$ cat src/source/cpu_params.svh
// memory depths, reset PC, LED address and instruction field encodings
`ifndef CPU_PARAMS_SVH
`define CPU_PARAMS_SVH

`define CPU_IMEM_DEPTH 256
`define CPU_DMEM_DEPTH 256
`define CPU_RESET_PC 32'h0000_0000
`define CPU_LED_ADDR 32'h0000_1000
`define CPU_LED_WIDTH 16

`define CPU_OP_RTYPE 6'h00
`define CPU_OP_J 6'h02
`define CPU_OP_BEQ 6'h04
`define CPU_OP_BNE 6'h05
`define CPU_OP_ADDIU 6'h09
`define CPU_OP_ORI 6'h0d
`define CPU_OP_LUI 6'h0f
`define CPU_OP_LW 6'h23
`define CPU_OP_SW 6'h2b

`define CPU_FN_BREAK 6'h0d
`define CPU_FN_ADDU 6'h21
`define CPU_FN_SUBU 6'h23
`define CPU_FN_AND 6'h24
`define CPU_FN_OR 6'h25
`define CPU_FN_XOR 6'h26
`define CPU_FN_SLT 6'h2a

`endif

$ cat src/source/cpu_pkg.sv
// word and index types, ALU operation enum and the pipeline stage structs
package cpu_pkg;

    typedef logic [31:0] word_t;
    typedef logic [4:0] reg_addr_t;
    typedef logic [7:0] imem_addr_t;

    typedef enum logic [2:0] {
        ALU_ADD,
        ALU_SUB,
        ALU_AND,
        ALU_OR,
        ALU_XOR,
        ALU_SLT,
        ALU_LUI    // passes operand b
    } alu_op_e;

    typedef struct packed {
        logic      valid;
        alu_op_e   alu_op;
        word_t     op_a;
        word_t     op_b;
        word_t     st_data;
        logic      mem_read;
        logic      mem_write;
        logic      reg_write;
        reg_addr_t dest;
        logic      is_break;
    } dec_ex_t;

    typedef struct packed {
        logic      valid;
        word_t     alu_res;    // also the memory byte address
        word_t     st_data;
        logic      mem_read;
        logic      mem_write;
        logic      reg_write;
        reg_addr_t dest;
        logic      is_break;
    } ex_res_t;

    typedef struct packed {
        logic      we;
        reg_addr_t addr;
        word_t     data;
    } fwd_t;

    typedef struct packed {
        logic      we;
        reg_addr_t addr;
        word_t     data;
    } wb_t;

endpackage

$ cat src/source/reg_file.sv
// 32-entry register file with write-through bypass and a view port
`timescale 1ns/1ns

module reg_file (
    input  logic               clk,
    input  logic               resetn,
    input  cpu_pkg::reg_addr_t rs_addr_i,
    input  cpu_pkg::reg_addr_t rt_addr_i,
    input  cpu_pkg::wb_t       wb_i,
    input  cpu_pkg::reg_addr_t view_sel_i,
    output cpu_pkg::word_t     rs_data_o,
    output cpu_pkg::word_t     rt_data_o,
    output cpu_pkg::word_t     view_data_o
);
    import cpu_pkg::*;

    localparam int NUM_REGS = 32;

    word_t regs_q [NUM_REGS];

    // r0 reads zero, a write in the same cycle wins over the stored value
    function automatic word_t read_port(reg_addr_t addr, wb_t wb, word_t stored);
        word_t val;
        if (addr == '0) begin
            val = '0;
        end else if (wb.we && wb.addr == addr) begin
            val = wb.data;
        end else begin
            val = stored;
        end
        return val;
    endfunction

    always_ff @(posedge clk) begin
        if (!resetn) begin
            for (int i = 0; i < NUM_REGS; i++) begin
                regs_q[i] <= '0;
            end
        end else if (wb_i.we && wb_i.addr != '0) begin
            regs_q[wb_i.addr] <= wb_i.data;
        end
    end

    assign rs_data_o   = read_port(rs_addr_i, wb_i, regs_q[rs_addr_i]);
    assign rt_data_o   = read_port(rt_addr_i, wb_i, regs_q[rt_addr_i]);
    assign view_data_o = read_port(view_sel_i, wb_i, regs_q[view_sel_i]);

endmodule

$ cat config.mk
export PLATFORM = sky130hd
export DESIGN_NAME = reg_file
export DESIGN_NICKNAME = d
export VERILOG_FILES = /design/src/source/cpu_params.svh /design/src/source/cpu_pkg.sv /design/src/source/reg_file.sv
export SDC_FILE = /design/constraint.sdc
export NUM_CORES = 2
export LEC_CHECK = 0
export BUFFER_PORTS_ARGS = -buffer_cell sky130_fd_sc_hd__buf_4
export CELL_PAD_IN_SITES_DETAIL_PLACEMENT = 1
export CELL_PAD_IN_SITES_GLOBAL_PLACEMENT = 1
export CORE_ASPECT_RATIO = 0.9
export CORE_UTILIZATION = 46
export DETAILED_ROUTE_END_ITERATION = 8
export PLACE_DENSITY = 0.73
export RECOVER_POWER = 100
export SYNTH_ARGS = -nofsm -noshare
export SYNTH_HDL_FRONTEND = slang
export SYNTH_SLANG_ARGS = --single-unit
$ cat constraint.sdc
create_clock -name clk -period 9.3 [get_ports clk]
set_input_delay 0.465 -clock clk [delete_from_list [all_inputs] [get_ports clk]]
set_output_delay 0.465 -clock clk [all_outputs]
set_load 0.005 [all_outputs]
==> run summary <==
- 7.590 — number of vias per cell after detailed routing
- 291,000 µm — Routed WL
- 0 — count of antenna-violating nets left after detailed routing
- 3 — maximum level of the CTS H-tree
- 1,024 — Clock Sinks
- 4,613 — cell count after synthesis
- register — type of destination of the critical path
- 3 — Clock Tree Buf Depth
- 1 — detailed-route DRC error count
- 0.9412 — GP Congestion
- 100,400 µm — Met1 Wirelength
- 111 — total CTS buffers
- built — clock tree from TritonCTS
- 0 — post-CTS sizing
- 140,200 µm² — Total Die Area
- 66,770 µm² — dpl cell area
- 34 — peak fanout along the critical path
- 0% — async set or reset register ratio after synthesis
- primary input — Startpoint Class
- 63,800 µm² — mapped cell area
- met5 — Max Used Layer
- 394.6 µm — Horiz. Die Dim
- 9.60 ns — Required @ worst endpoint
- design-rule violations, max-capacitance violations, max-slew violations — violations in the final reports
- 13.83 µm² — synthesized area divided by synthesized cell count
- sky130_fd_sc_hd__edfxtp_1 — Most used DFF post-synth
- regs_q (1024) — biggest registers after layout
- sky130_fd_sc_hd__edfxtp_1 (1,024), sky130_fd_sc_hd__and2_0 (618), sky130_fd_sc_hd__mux4_2 (565), sky130_fd_sc_hd__mux2i_1 (490), sky130_fd_sc_hd__and2_1 (378) — commonest cells after routing, fill and taps aside
- 176.8 nW/µm² — Power Dens Cells
- primary input to register — type of the worst setup path
- 1,024 — flip-flop and latch count after synthesis
- -227.1% — slew margin rel.
- 4,573 — final layout net count
- 0 — final global-route overflow total
- 8,230 — count of routing violations after the opening detailed-route iteration
- 111 — number of maximum-capacitance violations
- regs_q — largest register by flop count
- 151 — number of I/O pins
- 2,347 — final max-slew violation count
- 1,024 — Post-synth EDFFs
- 355.3 µm — vertical extent of the die
- 0 — count of final hold-check violations
- 0 — Post-CTS Hold Fix Bufs
- 176,600 µm — hpwl dp
- 150 — count of input and output buffers
- 7.372 ns — minimum clock period
- finished with violations — result of the run
- sky130_fd_sc_hd__clkbuf_16 — Clk Tree Root Cell
- primary input to register — worst hold-check path type
- 22.01% — fraction of layout cells with a size suffix above 1
- 137,500 µm² — core region area
- 0.0001424 V — worst voltage drop across the vdd grid
- 48,440 — number of global-route vias before repair
- 79.27% — Final Cycle Share
- 1,024 — Largest register FFs
- 32 — initial antenna violation count
- 0 — post-CTS setup-driven buffer insertion count
- 48.20% — part of the Yosys area used for sequential elements
- 49,010 — total vias in the final route
- 135.6 MHz — FMAX
- 9.035% — Area growth syn-to-layout
- 46.39% — initial cell density of the core
- 0 — final setup vio count
- 7 — number of iterations in the first detailed-routing pass
- 1.928 ns — Worst Setup Slack, final
- 45.07 µm — wire length per cell after detailed routing
- 54 — post-synth cell types
- 4.854 ns — transition time at the pin with the least slew margin
- 0.02363 µW — leakage
- 129 — number of core rows
- 0 ns — aggregate negative setup slack
- 0 — Yosys warning total
- 397,600 µm — global-route wire length before repair
- 40.99% — overall routing resource usage
- 7.67 ns — critical path data arrival time
- 97 — pin count of the biggest net entering global routing
- 45,930 µm — met3 wire length
- 69,560 µm² — Non-Filler Cell Area, Final
- 0.07 ns — clock transition at the registers of the reported paths
- sky130_fd_sc_hd__edfxtp_1 — most common library cell in the layout ignoring fill and taps
- 122,900 µm — met2 routed wirelength
- no — RSZ-0062 raised after global routing
- 4.392 ns — Worst Setup Slack post-DPL
[worst max-delay path: stages]
cell	delay [ns]
sky130_fd_sc_hd__clkbuf_1	1.45
sky130_fd_sc_hd__nand4_1	0.20
sky130_fd_sc_hd__clkbuf_1	0.53
sky130_fd_sc_hd__o21ai_0	2.72
sky130_fd_sc_hd__clkbuf_1	2.24
[layout make-up]
cell class                 count  area [µm²]
clock buffer                 141        2975
antenna                       20       50.05
inverter                       2       7.507
tap                         1834        2295
timing repair buffer         290        1987
sequential                  1024       30750
fill                       13400       67960
multi-input combinational   3089       30910
clock inverter                57       588.1
[Yosys cell counts, drive strengths merged (3+ instances only)]
library cell / n / area, µm²
a2111oi: 11 / 96.34
mux2: 18 / 202.7
o2111ai: 8 / 70.07
and3: 8 / 50.05
nand2b: 7 / 43.79
a221o: 11 / 110.1
o21ai: 94 / 470.5
o221a: 38 / 427.9
xnor2: 11 / 96.34
or3: 6 / 37.54
a32o: 32 / 320.3
o211ai: 25 / 187.7
xor2: 4 / 35.03
o221ai: 57 / 499.2
a22oi: 179 / 1344
or3b: 3 / 26.28
edfxtp: 1024 / 30750
a221oi: 11 / 96.34
clkbuf: 342 / 1284
nand3b: 5 / 37.54
a211oi: 48 / 360.4
nor2b: 16 / 100.1
and2: 998 / 6243
mux2i: 490 / 4905
o32ai: 10 / 87.58
nor2: 74 / 277.8
a22o: 13 / 113.9
nand3: 21 / 105.1
mux4: 565 / 12720
nand4: 8 / 50.05
and3b: 3 / 26.28
a21oi: 84 / 420.4
a31oi: 7 / 43.79
nor3: 11 / 65.06
nand2: 121 / 454.2
nor3b: 5 / 47.54
o22ai: 31 / 193.9
a211o: 19 / 166.4
buf: 187 / 1177
[per-layer routing]
metal | track usage (%) | vias up
li1 | - | 17970
met1 | 51.28 | 25330
met3 | 17.21 | 1089
met2 | 58.77 | 4596
met5 | 0 | -
met4 | 25.52 | 16
[kinds of logic after synthesis]
logic type	share of synthesized area [%]
xor+xnor	0.2059
simple gates	11.89
other cells	0.005878
buf+inv	3.869
flops	48.20
compound gates	7.878
mux	27.95
[path summary, 6_finish.rpt]
check  startpoint  slack, ns  depth (start not counted)                           end
min       wb_i[9]       0.26                          2   regs_q[24][9]$_SDFFCE_PN0P_
max        resetn       1.93                          5  regs_q[27][30]$_SDFFCE_PN0P_
[stage by stage]
stage          std cells  total power [µW]  hold slack [ns]  utilization (%)
2_1_floorplan       4644              6765           0.6632                -
3_3_place_gp        6239              7650            1.008            48.56
3_5_place_dp        6239              7700            1.019            48.56
4_1_cts             6437             12180           0.2344            51.15
5_1_grt             6440             12470           0.2613            50.55
6_report            6457             12300           0.2633            50.58
[where the power goes]
| part | total, µW | internal [µW] | switching [µW] |
|---|---|---|---|
| Combinational | 2150 | 830 | 1320 |
| Clock | 4580 | 2600 | 1980 |
| Sequential | 5570 | 5360 | 212 |
| Total | 12300 | 8780 | 3510 |
Note: power is estimated with default switching activity, not from simulation.
