<file path="src/source/cpu_params.svh">
// memory depths, reset PC, LED address and instruction field encodings
`ifndef CPU_PARAMS_SVH
`define CPU_PARAMS_SVH

`define CPU_IMEM_DEPTH 256
`define CPU_DMEM_DEPTH 256
`define CPU_RESET_PC 32'h0000_0000
`define CPU_LED_ADDR 32'h0000_1000
`define CPU_LED_WIDTH 16

`define CPU_OP_RTYPE 6'h00
`define CPU_OP_J 6'h02
`define CPU_OP_BEQ 6'h04
`define CPU_OP_BNE 6'h05
`define CPU_OP_ADDIU 6'h09
`define CPU_OP_ORI 6'h0d
`define CPU_OP_LUI 6'h0f
`define CPU_OP_LW 6'h23
`define CPU_OP_SW 6'h2b

`define CPU_FN_BREAK 6'h0d
`define CPU_FN_ADDU 6'h21
`define CPU_FN_SUBU 6'h23
`define CPU_FN_AND 6'h24
`define CPU_FN_OR 6'h25
`define CPU_FN_XOR 6'h26
`define CPU_FN_SLT 6'h2a

`endif

</file>
<file path="src/source/cpu_pkg.sv">
// word and index types, ALU operation enum and the pipeline stage structs
package cpu_pkg;

    typedef logic [31:0] word_t;
    typedef logic [4:0] reg_addr_t;
    typedef logic [7:0] imem_addr_t;

    typedef enum logic [2:0] {
        ALU_ADD,
        ALU_SUB,
        ALU_AND,
        ALU_OR,
        ALU_XOR,
        ALU_SLT,
        ALU_LUI    // passes operand b
    } alu_op_e;

    typedef struct packed {
        logic      valid;
        alu_op_e   alu_op;
        word_t     op_a;
        word_t     op_b;
        word_t     st_data;
        logic      mem_read;
        logic      mem_write;
        logic      reg_write;
        reg_addr_t dest;
        logic      is_break;
    } dec_ex_t;

    typedef struct packed {
        logic      valid;
        word_t     alu_res;    // also the memory byte address
        word_t     st_data;
        logic      mem_read;
        logic      mem_write;
        logic      reg_write;
        reg_addr_t dest;
        logic      is_break;
    } ex_res_t;

    typedef struct packed {
        logic      we;
        reg_addr_t addr;
        word_t     data;
    } fwd_t;

    typedef struct packed {
        logic      we;
        reg_addr_t addr;
        word_t     data;
    } wb_t;

endpackage

</file>
<file path="src/source/execute_stage.sv">
// ALU, execute forwarding path and the register toward the result stage
`timescale 1ns/1ns

module execute_stage (
    input  logic             clk,
    input  logic             resetn,
    input  cpu_pkg::dec_ex_t dec_ex_i,
    output cpu_pkg::ex_res_t ex_res_o,
    output cpu_pkg::fwd_t    ex_fwd_o
);
    import cpu_pkg::*;

    word_t   alu_res;
    ex_res_t ex_res_q;

    always_comb begin
        case (dec_ex_i.alu_op)
            ALU_ADD: alu_res = dec_ex_i.op_a + dec_ex_i.op_b;
            ALU_SUB: alu_res = dec_ex_i.op_a - dec_ex_i.op_b;
            ALU_AND: alu_res = dec_ex_i.op_a & dec_ex_i.op_b;
            ALU_OR:  alu_res = dec_ex_i.op_a | dec_ex_i.op_b;
            ALU_XOR: alu_res = dec_ex_i.op_a ^ dec_ex_i.op_b;
            ALU_SLT: alu_res = {31'd0, $signed(dec_ex_i.op_a) < $signed(dec_ex_i.op_b)};
            ALU_LUI: alu_res = dec_ex_i.op_b;
            default: alu_res = '0;
        endcase
    end

    // load data is not ready yet, so loads are not offered here
    assign ex_fwd_o.we   = dec_ex_i.valid && dec_ex_i.reg_write && !dec_ex_i.mem_read;
    assign ex_fwd_o.addr = dec_ex_i.dest;
    assign ex_fwd_o.data = alu_res;

    always_ff @(posedge clk) begin
        if (!resetn) begin
            ex_res_q <= '0;
        end else begin
            ex_res_q.valid     <= dec_ex_i.valid;
            ex_res_q.alu_res   <= alu_res;
            ex_res_q.st_data   <= dec_ex_i.st_data;
            ex_res_q.mem_read  <= dec_ex_i.mem_read;
            ex_res_q.mem_write <= dec_ex_i.mem_write;
            ex_res_q.reg_write <= dec_ex_i.reg_write;
            ex_res_q.dest      <= dec_ex_i.dest;
            ex_res_q.is_break  <= dec_ex_i.is_break;
        end
    end

    assign ex_res_o = ex_res_q;

    // decoder only issues the seven defined operations
    a_alu_op_legal: assert property (@(posedge clk) disable iff (!resetn)
        dec_ex_i.valid |-> dec_ex_i.alu_op inside {ALU_ADD, ALU_SUB, ALU_AND, ALU_OR,
                                                   ALU_XOR, ALU_SLT, ALU_LUI})
        else $error("illegal alu op issued");

endmodule

</file>
<file path="config.mk">
export PLATFORM = sky130hd
export DESIGN_NAME = execute_stage
export DESIGN_NICKNAME = d
export VERILOG_FILES = /design/src/source/cpu_params.svh /design/src/source/cpu_pkg.sv /design/src/source/execute_stage.sv
export SDC_FILE = /design/constraint.sdc
export NUM_CORES = 1
export LEC_CHECK = 0
export ABC_CLOCK_PERIOD_IN_PS = 5300
export BUFFER_PORTS_ARGS = -buffer_cell sky130_fd_sc_hd__buf_2
export CAP_MARGIN = 20
export CELL_PAD_IN_SITES_DETAIL_PLACEMENT = 0
export CELL_PAD_IN_SITES_GLOBAL_PLACEMENT = 1
export CORE_MARGIN = 10
export CORE_UTILIZATION = 42
export DETAILED_ROUTE_END_ITERATION = 6
export GPL_TIMING_DRIVEN = 0
export PLACE_DENSITY = 0.86
export SLEW_MARGIN = 30
export SYNTH_ARGS = -nofsm -noshare
export SYNTH_HDL_FRONTEND = slang
export SYNTH_SLANG_ARGS = --single-unit
</file>
<file path="constraint.sdc">
create_clock -name clk -period 5.3 [get_ports clk]
set_input_delay 0.265 -clock clk [delete_from_list [all_inputs] [get_ports clk]]
set_output_delay 0.265 -clock clk [all_outputs]
set_load 0.005 [all_outputs]
</file>
==> results.toml, run 1 <==
[route]
drc = 0
wl_met1_mm = 14.4
routed_wl_mm = 34.6
vias_per_cell = 5.93
ant_nets = 0
wl_met2_mm = 15.8
routedWlPerCell_um = 22.8
dr_wl_met3_mm = 3.52
top_layer_used = "met4"
drt_iter0_markers = 890
vias = 8988
first_pass_iters = 5

[setup_path]
end_kind = "output pin"
cp.required_ns = 5.04
crit_fanout = 4
cp-start-kind = "input pin"
path_class = "input pin to output pin"
cp.arrival_ns = 3.89

[clocking]
cts_root_buf = "clkbuf_16"
post_cts_resized = 0
cts_tree = "yes"
htreeDepth = 3
cts_hold_buf = 0
clockBufferDepth = 2
cts_buffers = 9
cts.clk_slew.worst_paths_ns = 0.07
cts_setup_buffers = 0
cts.sinks = 74

[finish]
final_util_pct = 51.4
drive_above_1_share_pct = 22.4
largest_reg_flops = 74
fin_nets = 1493
layout.cells.non_filler = 1516
syn2layout_area_growth_pct = 21.2
diodes = 0

[pwr]
leakage_uw = 0.00464
power_frac_seq_pct = 28.8
p_comb_share_pct = 41.1
total_power_uw = 2100
switching_share_pct = 38.7
powerDensity_mw_per_mm2 = 219
ir_worst_vdd_mv = 0.152
p_int_uw = 1290
clkPwrFrac_pct = 30.1
p_switching_uw = 815

[placed_design]
gp_congestion = 0.987
pre_cts_slack_ns = 1.32
hpwlAfterDp_mm = 26.9
placedCellCount = 1501
io_buffers = 220

[sta]
clock.fmax_ghz = 0.241
timing.final.ws_setup_ns = 1.14
slew_viol_final = 0
rsz0062_at_grt = "no"
setup_viol = 0
fin_crit_ns = 4.16
timing.final.crit_share_pct = 78.4
tns_ns = 0
tightest_slew_ns = 0.939
finalHoldViolCount = 0
slew_headroom_pct = 37.4

[logic_synthesis]
yosys_register_bits = 74
ys_async_sr_fraction_pct = 0
yosys_warnings = 0
syn_area_sq_mm = 0.00791
synthCells = 1047
seq_area_frac_synth_pct = 18.7
synth_edf_count = 0
synth_area_per_cell_sq_um = 7.55
synthFlopType = "dfxtp_1"
ys_types = 82
syn-num-nets = 1262

[outcome]
status = "completed"

[die]
coreArea_sq_mm = 0.0186
dieArea_sq_mm = 0.0247
io-pin-count = 223
die_w_um = 157
rows = 50
initial_core_util_pct = 42.4
dieHeight_um = 157

[global_route]
grt_pass1_wl_mm = 51.2
grt.overflow.total = 0
grt_pass1_vias = 8679
gr-usage-all-layers_pct = 26.8
grt_max_degree = 13
antenna_found_initial = 0

[worst_hold_path]
worstHoldPathType = "input pin to flip-flop"

[job]
drv_cap = 0
## kinds of logic (layout without fill, tap and decap cells)
group,Yosys count,count (layout),share of synthesized area (%)
muxes,30,30,3.86
xor gates and xnor gates,7,7,0.775
AOI/OAI and AO/OA,341,341,30.2
adders and majority gates,104,104,16.6
DFF,74,74,18.7
buffers and inverters,174,409,9.62
and+or+nand+nor,317,317,20.1
## metrics by stage
stage | hold WS (ns) | instance area (sq um)
final | 0.112 | 9590
after floorplan | 0.387 | 7910
after CTS | 0.113 | 9590
after global placement | 0.470 | 9300
after global routing | 0.111 | 9590
after detailed placement | 0.475 | 9300
## Yosys cell counts, types with 6 or more instances
| library cell | number | area share (%) |
|---|---|---|
| o211ai_1 | 11 | 1.0 |
| nor2_1 | 93 | 4.4 |
| inv_1 | 101 | 4.8 |
| nand4_1 | 11 | 0.87 |
| buf_1 | 8 | 0.38 |
| buf_4 | 6 | 0.57 |
| a22oi_1 | 10 | 0.95 |
| dfxtp_1 | 74 | 19 |
| ha_1 | 102 | 16 |
| a2111oi_0 | 6 | 0.66 |
| o221ai_1 | 11 | 1.2 |
| o21bai_1 | 14 | 1.3 |
| a21oi_1 | 87 | 5.5 |
| mux2i_1 | 26 | 3.3 |
| o21ai_0 | 46 | 2.9 |
| nand2_1 | 62 | 2.9 |
| nor2b_1 | 11 | 0.87 |
| o31a_1 | 7 | 0.78 |
| a21o_1 | 13 | 1.2 |
| o31ai_1 | 13 | 1.2 |
| nor3_1 | 18 | 1.1 |
| a31oi_1 | 12 | 0.95 |
| o22ai_1 | 13 | 1.0 |
| nand3_1 | 9 | 0.57 |
| and2_1 | 62 | 4.9 |
| clkbuf_1 | 45 | 2.1 |
| o22a_1 | 6 | 0.66 |
| o21a_1 | 12 | 1.1 |
| nor4_1 | 16 | 1.3 |
| xnor2_1 | 7 | 0.78 |
| a211oi_1 | 18 | 1.7 |
| nand2b_1 | 6 | 0.47 |
## path summary, 6_finish.rpt
check	start	to	slack, ns	depth (start not counted)
worst min-delay path	dec_ex_i[0]	ex_res_o[0]	0.11	2
worst max-delay path	dec_ex_i[41]	ex_fwd_o[18]	1.14	13
## final cells by class
cell class / count / area (sq um)
plain buffers: 72 / 378
clock buffers: 10 / 229
multi-input cells: 799 / 5670
repair buffers: 220 / 1100
clock inverters: 5 / 56.3
flip-flops and latches: 74 / 1480
fillers: 1915 / 9050
well taps: 234 / 293
inverters: 102 / 383
## layer usage
metal,track usage [%],up-vias
met5,0,-
met4,9.04,0
met3,5.70,60
met2,44.2,532
met1,34.0,4205
li1,-,4191
## worst max-delay path, stage by stage
cell,delay (ns)
buf_2,0.12
ha_1,0.25
fa_1,0.43
a21oi_1,0.35
o211ai_1,0.21
a31oi_1,0.35
or2_2,0.22
o21ai_0,0.18
a221oi_1,0.52
mux2_2,0.40
nor3_1,0.37
a21oi_1,0.07
buf_2,0.17
## placed cells by master (no fill, tap or decap), drive strengths merged, types with 13 or more instances in the layout
cell type  netlist  final
o22ai           13     13
o21bai          15     15
a21oi           89     89
inv            101    101
and2            62     62
ha             102    102
clkbuf          50     60
buf             22    242
mux2i           26     26
nor4            16     16
nand2           62     62
dfxtp           74     74
a211oi          20     20
o31ai           13     13
nor2            95     95
a21o            13     13
nor3            19     19
o21ai           49     49
## power groups by stage
stage                     Sequential (uW)  Clock, uW  Combinational, uW
after floorplan                       625          0                512
after CTS                             606        644                850
after global routing                  609        669                940
final                                 605        634                865
after global placement                617          0                841
after detailed placement              618          0                845
(Power assumes the default switching activity.)
==> run 2: changes to the inputs <==
--- a/config.mk
+++ b/config.mk
@@ -5,16 +5,17 @@
 export SDC_FILE = /design/constraint.sdc
 export NUM_CORES = 1
 export LEC_CHECK = 0
-export ABC_CLOCK_PERIOD_IN_PS = 5300
+export ABC_AREA = 1
+export ABC_CLOCK_PERIOD_IN_PS = 4370
 export BUFFER_PORTS_ARGS = -buffer_cell sky130_fd_sc_hd__buf_2
 export CAP_MARGIN = 20
 export CELL_PAD_IN_SITES_DETAIL_PLACEMENT = 0
 export CELL_PAD_IN_SITES_GLOBAL_PLACEMENT = 1
 export CORE_MARGIN = 10
-export CORE_UTILIZATION = 42
+export CORE_UTILIZATION = 37
 export DETAILED_ROUTE_END_ITERATION = 6
 export GPL_TIMING_DRIVEN = 0
-export PLACE_DENSITY = 0.86
+export PLACE_DENSITY = 0.8
 export SLEW_MARGIN = 30
 export SYNTH_ARGS = -nofsm -noshare
 export SYNTH_HDL_FRONTEND = slang
==> constraint.sdc (replaced) <==
create_clock -name clk -period 4.37 [get_ports clk]
set_input_delay 0.2185 -clock clk [delete_from_list [all_inputs] [get_ports clk]]
set_output_delay 0.2185 -clock clk [all_outputs]
set_load 0.005 [all_outputs]
==> run 2 against run 1 <==
Compared with the run above:
- non-clock buffer count decreased by 22
- global-route usage down 2.5 points
- design area increased by 10%
- cell count is 39% higher
- sequential power up 21%
- synthesized area rose by 11%
- first-iteration DRC count rose by 4.9%
==> results.toml, run 2 <==
[finish]
layout.cells.non_filler = 2107
final_cell_mix = "498 x nand2_1, 342 x inv_1, 246 x buf_2"
drive_above_1_share_pct = 17.8
diodes = 0
final_common_cell = "nand2_1"
fin_area_sq_mm = 0.0106
largest_reg_flops = 74
syn2layout_area_growth_pct = 20.8
fin_nets = 1998

[logic_synthesis]
synth_simple_gate_area_share_pct = 37.3
yosys_register_bits = 74
seq_area_frac_synth_pct = 17.0
synthAdderAreaFrac_pct = 15.1
yosysTopAreaCell = "nand2_1"
synth.top_cell.area_share_pct = 21.4
synth.area.top_cells = "nand2_1 21%, dfxtp_1 17%, inv_1 15%"
synth_compound_area_share_pct = 12.2
synthFlopType = "dfxtp_1"
synth-xor-area-share_pct = 0.100
syn-num-nets = 1766
ys_types = 39
synth_edf_count = 0
synthCells = 1551
syn_area_sq_mm = 0.00874
ys_async_sr_fraction_pct = 0
synthMuxAreaShare_pct = 0
synth_area_per_cell_sq_um = 5.63
yosys_warnings = 0
synth_top_family_by_area = "simple AND/OR/NAND/NOR gates"
synth_common_cells = "498 x nand2_1, 342 x inv_1, 132 x nor2_1"
yosysMostFrequentCell = "nand2_1"

[worst_hold_path]
worstHoldPathType = "input pin to flip-flop"
hold_path_startpoint = "dec_ex_i[30]"

[pwr]
p_switching_uw = 1120
ir_worst_vdd_mv = 0.163
clkPwrFrac_pct = 31.5
leakage_uw = 0.00668
p_comb_share_pct = 41.0
power_frac_seq_pct = 27.5
powerDensity_mw_per_mm2 = 252
switching_share_pct = 42.1
p_int_uw = 1540

[placed_design]
gp_congestion = 0.982
hpwlAfterDp_mm = 31.4
placed_area_sq_mm = 0.0102
io_buffers = 221
placedCellCount = 2091

[sta]
slew_headroom_pct = 41.7
rsz0062_at_grt = "no"
clock.fmax_ghz = 0.358
tightest_slew_ns = 0.875
setup_viol = 0
holdWs_ns = 0.0241
timing.final.crit_share_pct = 64.0
fin_crit_ns = 2.80
finalHoldViolCount = 0
tns_ns = 0
slew_viol_final = 0

[route]
drc = 0
ant_nets = 0
vias_per_cell = 4.83
vias = 10177
routedWlPerCell_um = 18.1
drt_iter0_markers = 934
first_pass_iters = 5
routed_wl_mm = 38.1

[clocking]
cts_tree = "yes"
htreeDepth = 3
cts.sinks = 74
cts_buffers = 9
cts_root_buf = "clkbuf_16"
clockBufferDepth = 2
cts.clk_slew.worst_paths_ns = 0.09
cts_hold_buf = 0
cts_setup_buffers = 0
post_cts_resized = 0

[die]
dieArea_sq_mm = 0.0302
io-pin-count = 223
dieHeight_um = 174
rows = 56
die_w_um = 174
initial_core_util_pct = 37.5
coreArea_sq_mm = 0.0233

[global_route]
grt_max_degree = 16
gr-usage-all-layers_pct = 24.3
grt_pass1_vias = 9714
antenna_found_initial = 0
grt.overflow.total = 0
grt_pass1_wl_mm = 57.2

[outcome]
status = "completed"

[setup_path]
path_class = "input pin to output pin"
end_kind = "output pin"
crit_fanout = 8
startpoint = "dec_ex_i[48]"
cp.arrival_ns = 2.58
cp-start-kind = "input pin"
cp.required_ns = 4.15

[job]
drv_cap = 0
-- run 2: cell count changes after synthesis, sizes merged, moves of 16 or more --
cell | before | now
a21oi | 89 | 64
o22ai | 13 | 29
mux2i | 26 | 0
o21ai | 49 | 31
nand3 | 9 | 102
clkbuf | 50 | 11
buf | 22 | 38
inv | 101 | 359
a221oi | 3 | 23
nand2 | 62 | 507
and2 | 62 | 6
a211oi | 20 | 1
nor2 | 95 | 141
-- run 2: logic make-up (layout without fill, tap and decap cells) --
| logic type | Yosys count | in the layout |
|---|---|---|
| xor+xnor | 1 | 1 |
| fa+ha+maj | 104 | 104 |
| simple gates | 790 | 790 |
| compound gates | 174 | 174 |
| flops | 74 | 74 |
| buf+inv | 408 | 645 |
-- run 2: layer usage --
layer	up-vias	GRT usage (%)	share of wire [%]
li1	5197	-	-
met1	4576	32.6	46
met2	370	40.1	45
met3	34	3.90	6.9
met4	0	5.27	1.7
met5	-	0	0
-- run 2: per-stage QoR --
stage	worst slack (ns)	total power, uW	util, %
final	1.57	2660	45.2
after floorplan	2.34	1400	-
after global routing	1.30	2840	45.2
after global placement	1.65	1820	43.9
after CTS	1.63	2670	45.2
after detailed placement	1.63	1820	43.9
-- run 2: area by class of cell --
class	instances	area, sq um
clock inverters	7	82.6
plain buffers	49	265
multi-input cells	1069	5650
fillers	2671	12800
inverters	359	1350
well taps	319	399
flip-flops and latches	74	1480
repair buffers	221	1110
clock buffers	9	225
-- run 2: worst max-delay path, stage by stage --
cell and delay (ns):
buf_2 0.11, inv_1 0.07, ha_1 0.29, buf_2 0.18, nand2_1 0.24, inv_1 0.10
nand2_1 0.07, nand2_1 0.14, nand3b_1 0.36, nand2_1 0.22, nand4_1 0.10, nand3_1 0.12
nand2_1 0.07, nor2_1 0.13, inv_1 0.05, buf_2 0.12
-- run 2: path summary, 6_finish.rpt --
path  depth (start not counted)            to
max                          16  ex_fwd_o[25]
min                           3  ex_res_o[30]
-- run 2: power by group through the flow --
| stage | clock [uW] | sequential [uW] | combinational [uW] |
|---|---|---|---|
| floorplan | 0 | 756 | 643 |
| global placement | 0 | 746 | 1070 |
| detailed placement | 0 | 747 | 1070 |
| CTS | 864 | 731 | 1080 |
| global route | 885 | 736 | 1220 |
| finish | 838 | 731 | 1090 |
==> run 3: changes to the inputs <==
--- a/config.mk
+++ b/config.mk
@@ -5,17 +5,17 @@
 export SDC_FILE = /design/constraint.sdc
 export NUM_CORES = 1
 export LEC_CHECK = 0
-export ABC_AREA = 1
-export ABC_CLOCK_PERIOD_IN_PS = 4370
+export ABC_AREA = 0
+export ABC_CLOCK_PERIOD_IN_PS = 2500
 export BUFFER_PORTS_ARGS = -buffer_cell sky130_fd_sc_hd__buf_2
 export CAP_MARGIN = 20
 export CELL_PAD_IN_SITES_DETAIL_PLACEMENT = 0
 export CELL_PAD_IN_SITES_GLOBAL_PLACEMENT = 1
 export CORE_MARGIN = 10
-export CORE_UTILIZATION = 37
+export CORE_UTILIZATION = 35
 export DETAILED_ROUTE_END_ITERATION = 6
 export GPL_TIMING_DRIVEN = 0
-export PLACE_DENSITY = 0.8
+export PLACE_DENSITY = 0.76
 export SLEW_MARGIN = 30
 export SYNTH_ARGS = -nofsm -noshare
 export SYNTH_HDL_FRONTEND = slang
==> constraint.sdc (replaced) <==
create_clock -name clk -period 2.5 [get_ports clk]
set_input_delay 0.125 -clock clk [delete_from_list [all_inputs] [get_ports clk]]
set_output_delay 0.125 -clock clk [all_outputs]
set_load 0.005 [all_outputs]
==> run 3 against run 2 <==
Compared with the run above:
- the run now ends with negative setup slack left
- clock power grew 66%
- sequential cell count unchanged
- global-route usage up 0.11 points
- non-clock buffer count up 122
- cell count down 21%
==> results.toml, run 3 (synthesized netlist as in run 1, its figures left out) <==
[global_route]
grt.met1_usage_pct = 30.0
use_met2_pct = 41.0
gr-usage-all-layers_pct = 24.4
grt_pass1_wl_mm = 55.1
grt_max_degree = 17
grt_pass1_vias = 9359
antenna_found_initial = 0
gr-max-usage-layer = "met2"
gr-usage-met3_pct = 5.46
grt.overflow.total = 0

[route]
drc = 0
drt_iter0_markers = 834
vias = 9514
first_pass_iters = 6
routedWlPerCell_um = 22.4
routed_wl_mm = 37.3
vias_per_cell = 5.72
ant_nets = 0

[sta]
slew_viol_final = 0
clock.fmax_ghz = 0.314
timing.final.ws_setup_ns = -0.685
rsz0062_at_grt = "yes"
setup_viol = 38
finalHoldViolCount = 0
tns_ns = -13.44
tightest_slew_ns = 1.01
slew_headroom_pct = 32.8
fin_crit_ns = 3.19
timing.final.crit_share_pct = 127

[pwr]
clkPwrFrac_pct = 27.6
powerDensity_mw_per_mm2 = 430
power_frac_seq_pct = 25.5
total_power_uw = 5040
switching_share_pct = 40.9
p_switching_uw = 2060
leakage_uw = 0.00539
p_comb_share_pct = 46.9
p_int_uw = 2980
ir_worst_vdd_mv = 0.296

[finish]
fin_area_sq_mm = 0.0117
final_util_pct = 53.2
fin_nets = 1593
final_cell_mix = "212 x buf_2, 89 x ha_1, 82 x nor2_1"
syn2layout_area_growth_pct = 48.0
largest_reg_flops = 74
drive_above_1_share_pct = 36.7
fillCellCount = 2162
layout.cells.non_filler = 1664
final_common_cell = "buf_2"

[die]
dieHeight_um = 170
rows = 54
initial_core_util_pct = 35.9
coreArea_sq_mm = 0.0220
die_w_um = 170
dieArea_sq_mm = 0.0290
io-pin-count = 223

[setup_path]
cp.arrival_ns = 3.06
path_cells = "buf_12 -> inv_12 -> ha_4 -> fa_2 -> nor2_4 -> o221ai_4 -> a2111oi_4 -> a211oi_4 -> a2111oi_4 -> buf_6 -> nor2_4 -> a221o_1 -> a221o_1 -> buf_2"
end_kind = "output pin"
critical_path.slowest_cell = "a2111oi_4"
crit_fanout = 3
path_class = "input pin to output pin"
crit_family = "compound AO/OA/AOI/OAI gates"
timing.critical_path.buf_inv = 4
cp-start-kind = "input pin"
cp.required_ns = 2.38
cpPeakStageDelay_ns = 0.50

[clocking]
cts_tree = "yes"
cts_buffers = 9
clockBufferDepth = 2
cts_root_buf = "clkbuf_16"
cts.sinks = 74
cts.clk_slew.worst_paths_ns = 0.07
htreeDepth = 3

[placed_design]
hpwlAfterDp_mm = 27.4
placedCellCount = 1547
gp_congestion = 0.946
io_buffers = 220
placed_area_sq_mm = 0.00949

[job]
drv_cap = 0

[outcome]
status = "finished, violations left"
failed_checks = "negative setup slack"

[worst_hold_path]
worstHoldPathType = "input pin to flip-flop"
run 3: final cells by class:
type | count | area, sq um | share of cell area, %
multi-input combinational | 799 | 6620 | 56.6
timing repair buffer | 325 | 2160 | 18.4
sequential | 74 | 1480 | 12.7
inverter | 102 | 422 | 3.60
buffer | 67 | 379 | 3.24
tap | 280 | 350 | 2.99
clock buffer | 9 | 225 | 1.92
clock inverter | 7 | 67.6 | 0.577
antenna | 1 | 2.50 | 0.0214
run 3: timing repair:
item                                    4_1_cts  5_1_grt
hold endpoints to repair                     35        0
endpoints found under the setup margin       61       49
pin swaps                                    61       49
buffers inserted                             52       26
gates resized for setup                     169       84
hold buffers                                 35        0
run 3: power groups by stage:
stage	Combinational, uW	Sequential [uW]	Clock (uW)
detailed placement	1830	1310	0
global placement	1820	1310	0
CTS	2190	1280	1430
finish	2360	1280	1390
floorplan	1120	1320	0
global route	2540	1290	1450
run 3: routing by layer:
layer  share of wire (%)  vias up
li1                    -     4410
met5                   0        -
met3                 8.7       78
met4                 3.0        0
met1                  41     4538
met2                  47      488
run 3: worst paths after layout:
kind	startpoint	end	slack (ns)	depth (start not counted)
worst max-delay path	dec_ex_i[73]	ex_fwd_o[22]	-0.69	14
worst min-delay path	dec_ex_i[19]	ex_res_o[19]	0.003	2
run 3: stage by stage:
stage | setup WS (ns) | hold slack [ns]
after detailed placement | -1.55 | 0.335
after global placement | -1.54 | 0.330
after global routing | -0.750 | 0.00600
after floorplan | -0.360 | 0.247
after CTS | -0.686 | 0.000651
final | -0.685 | 0.00338
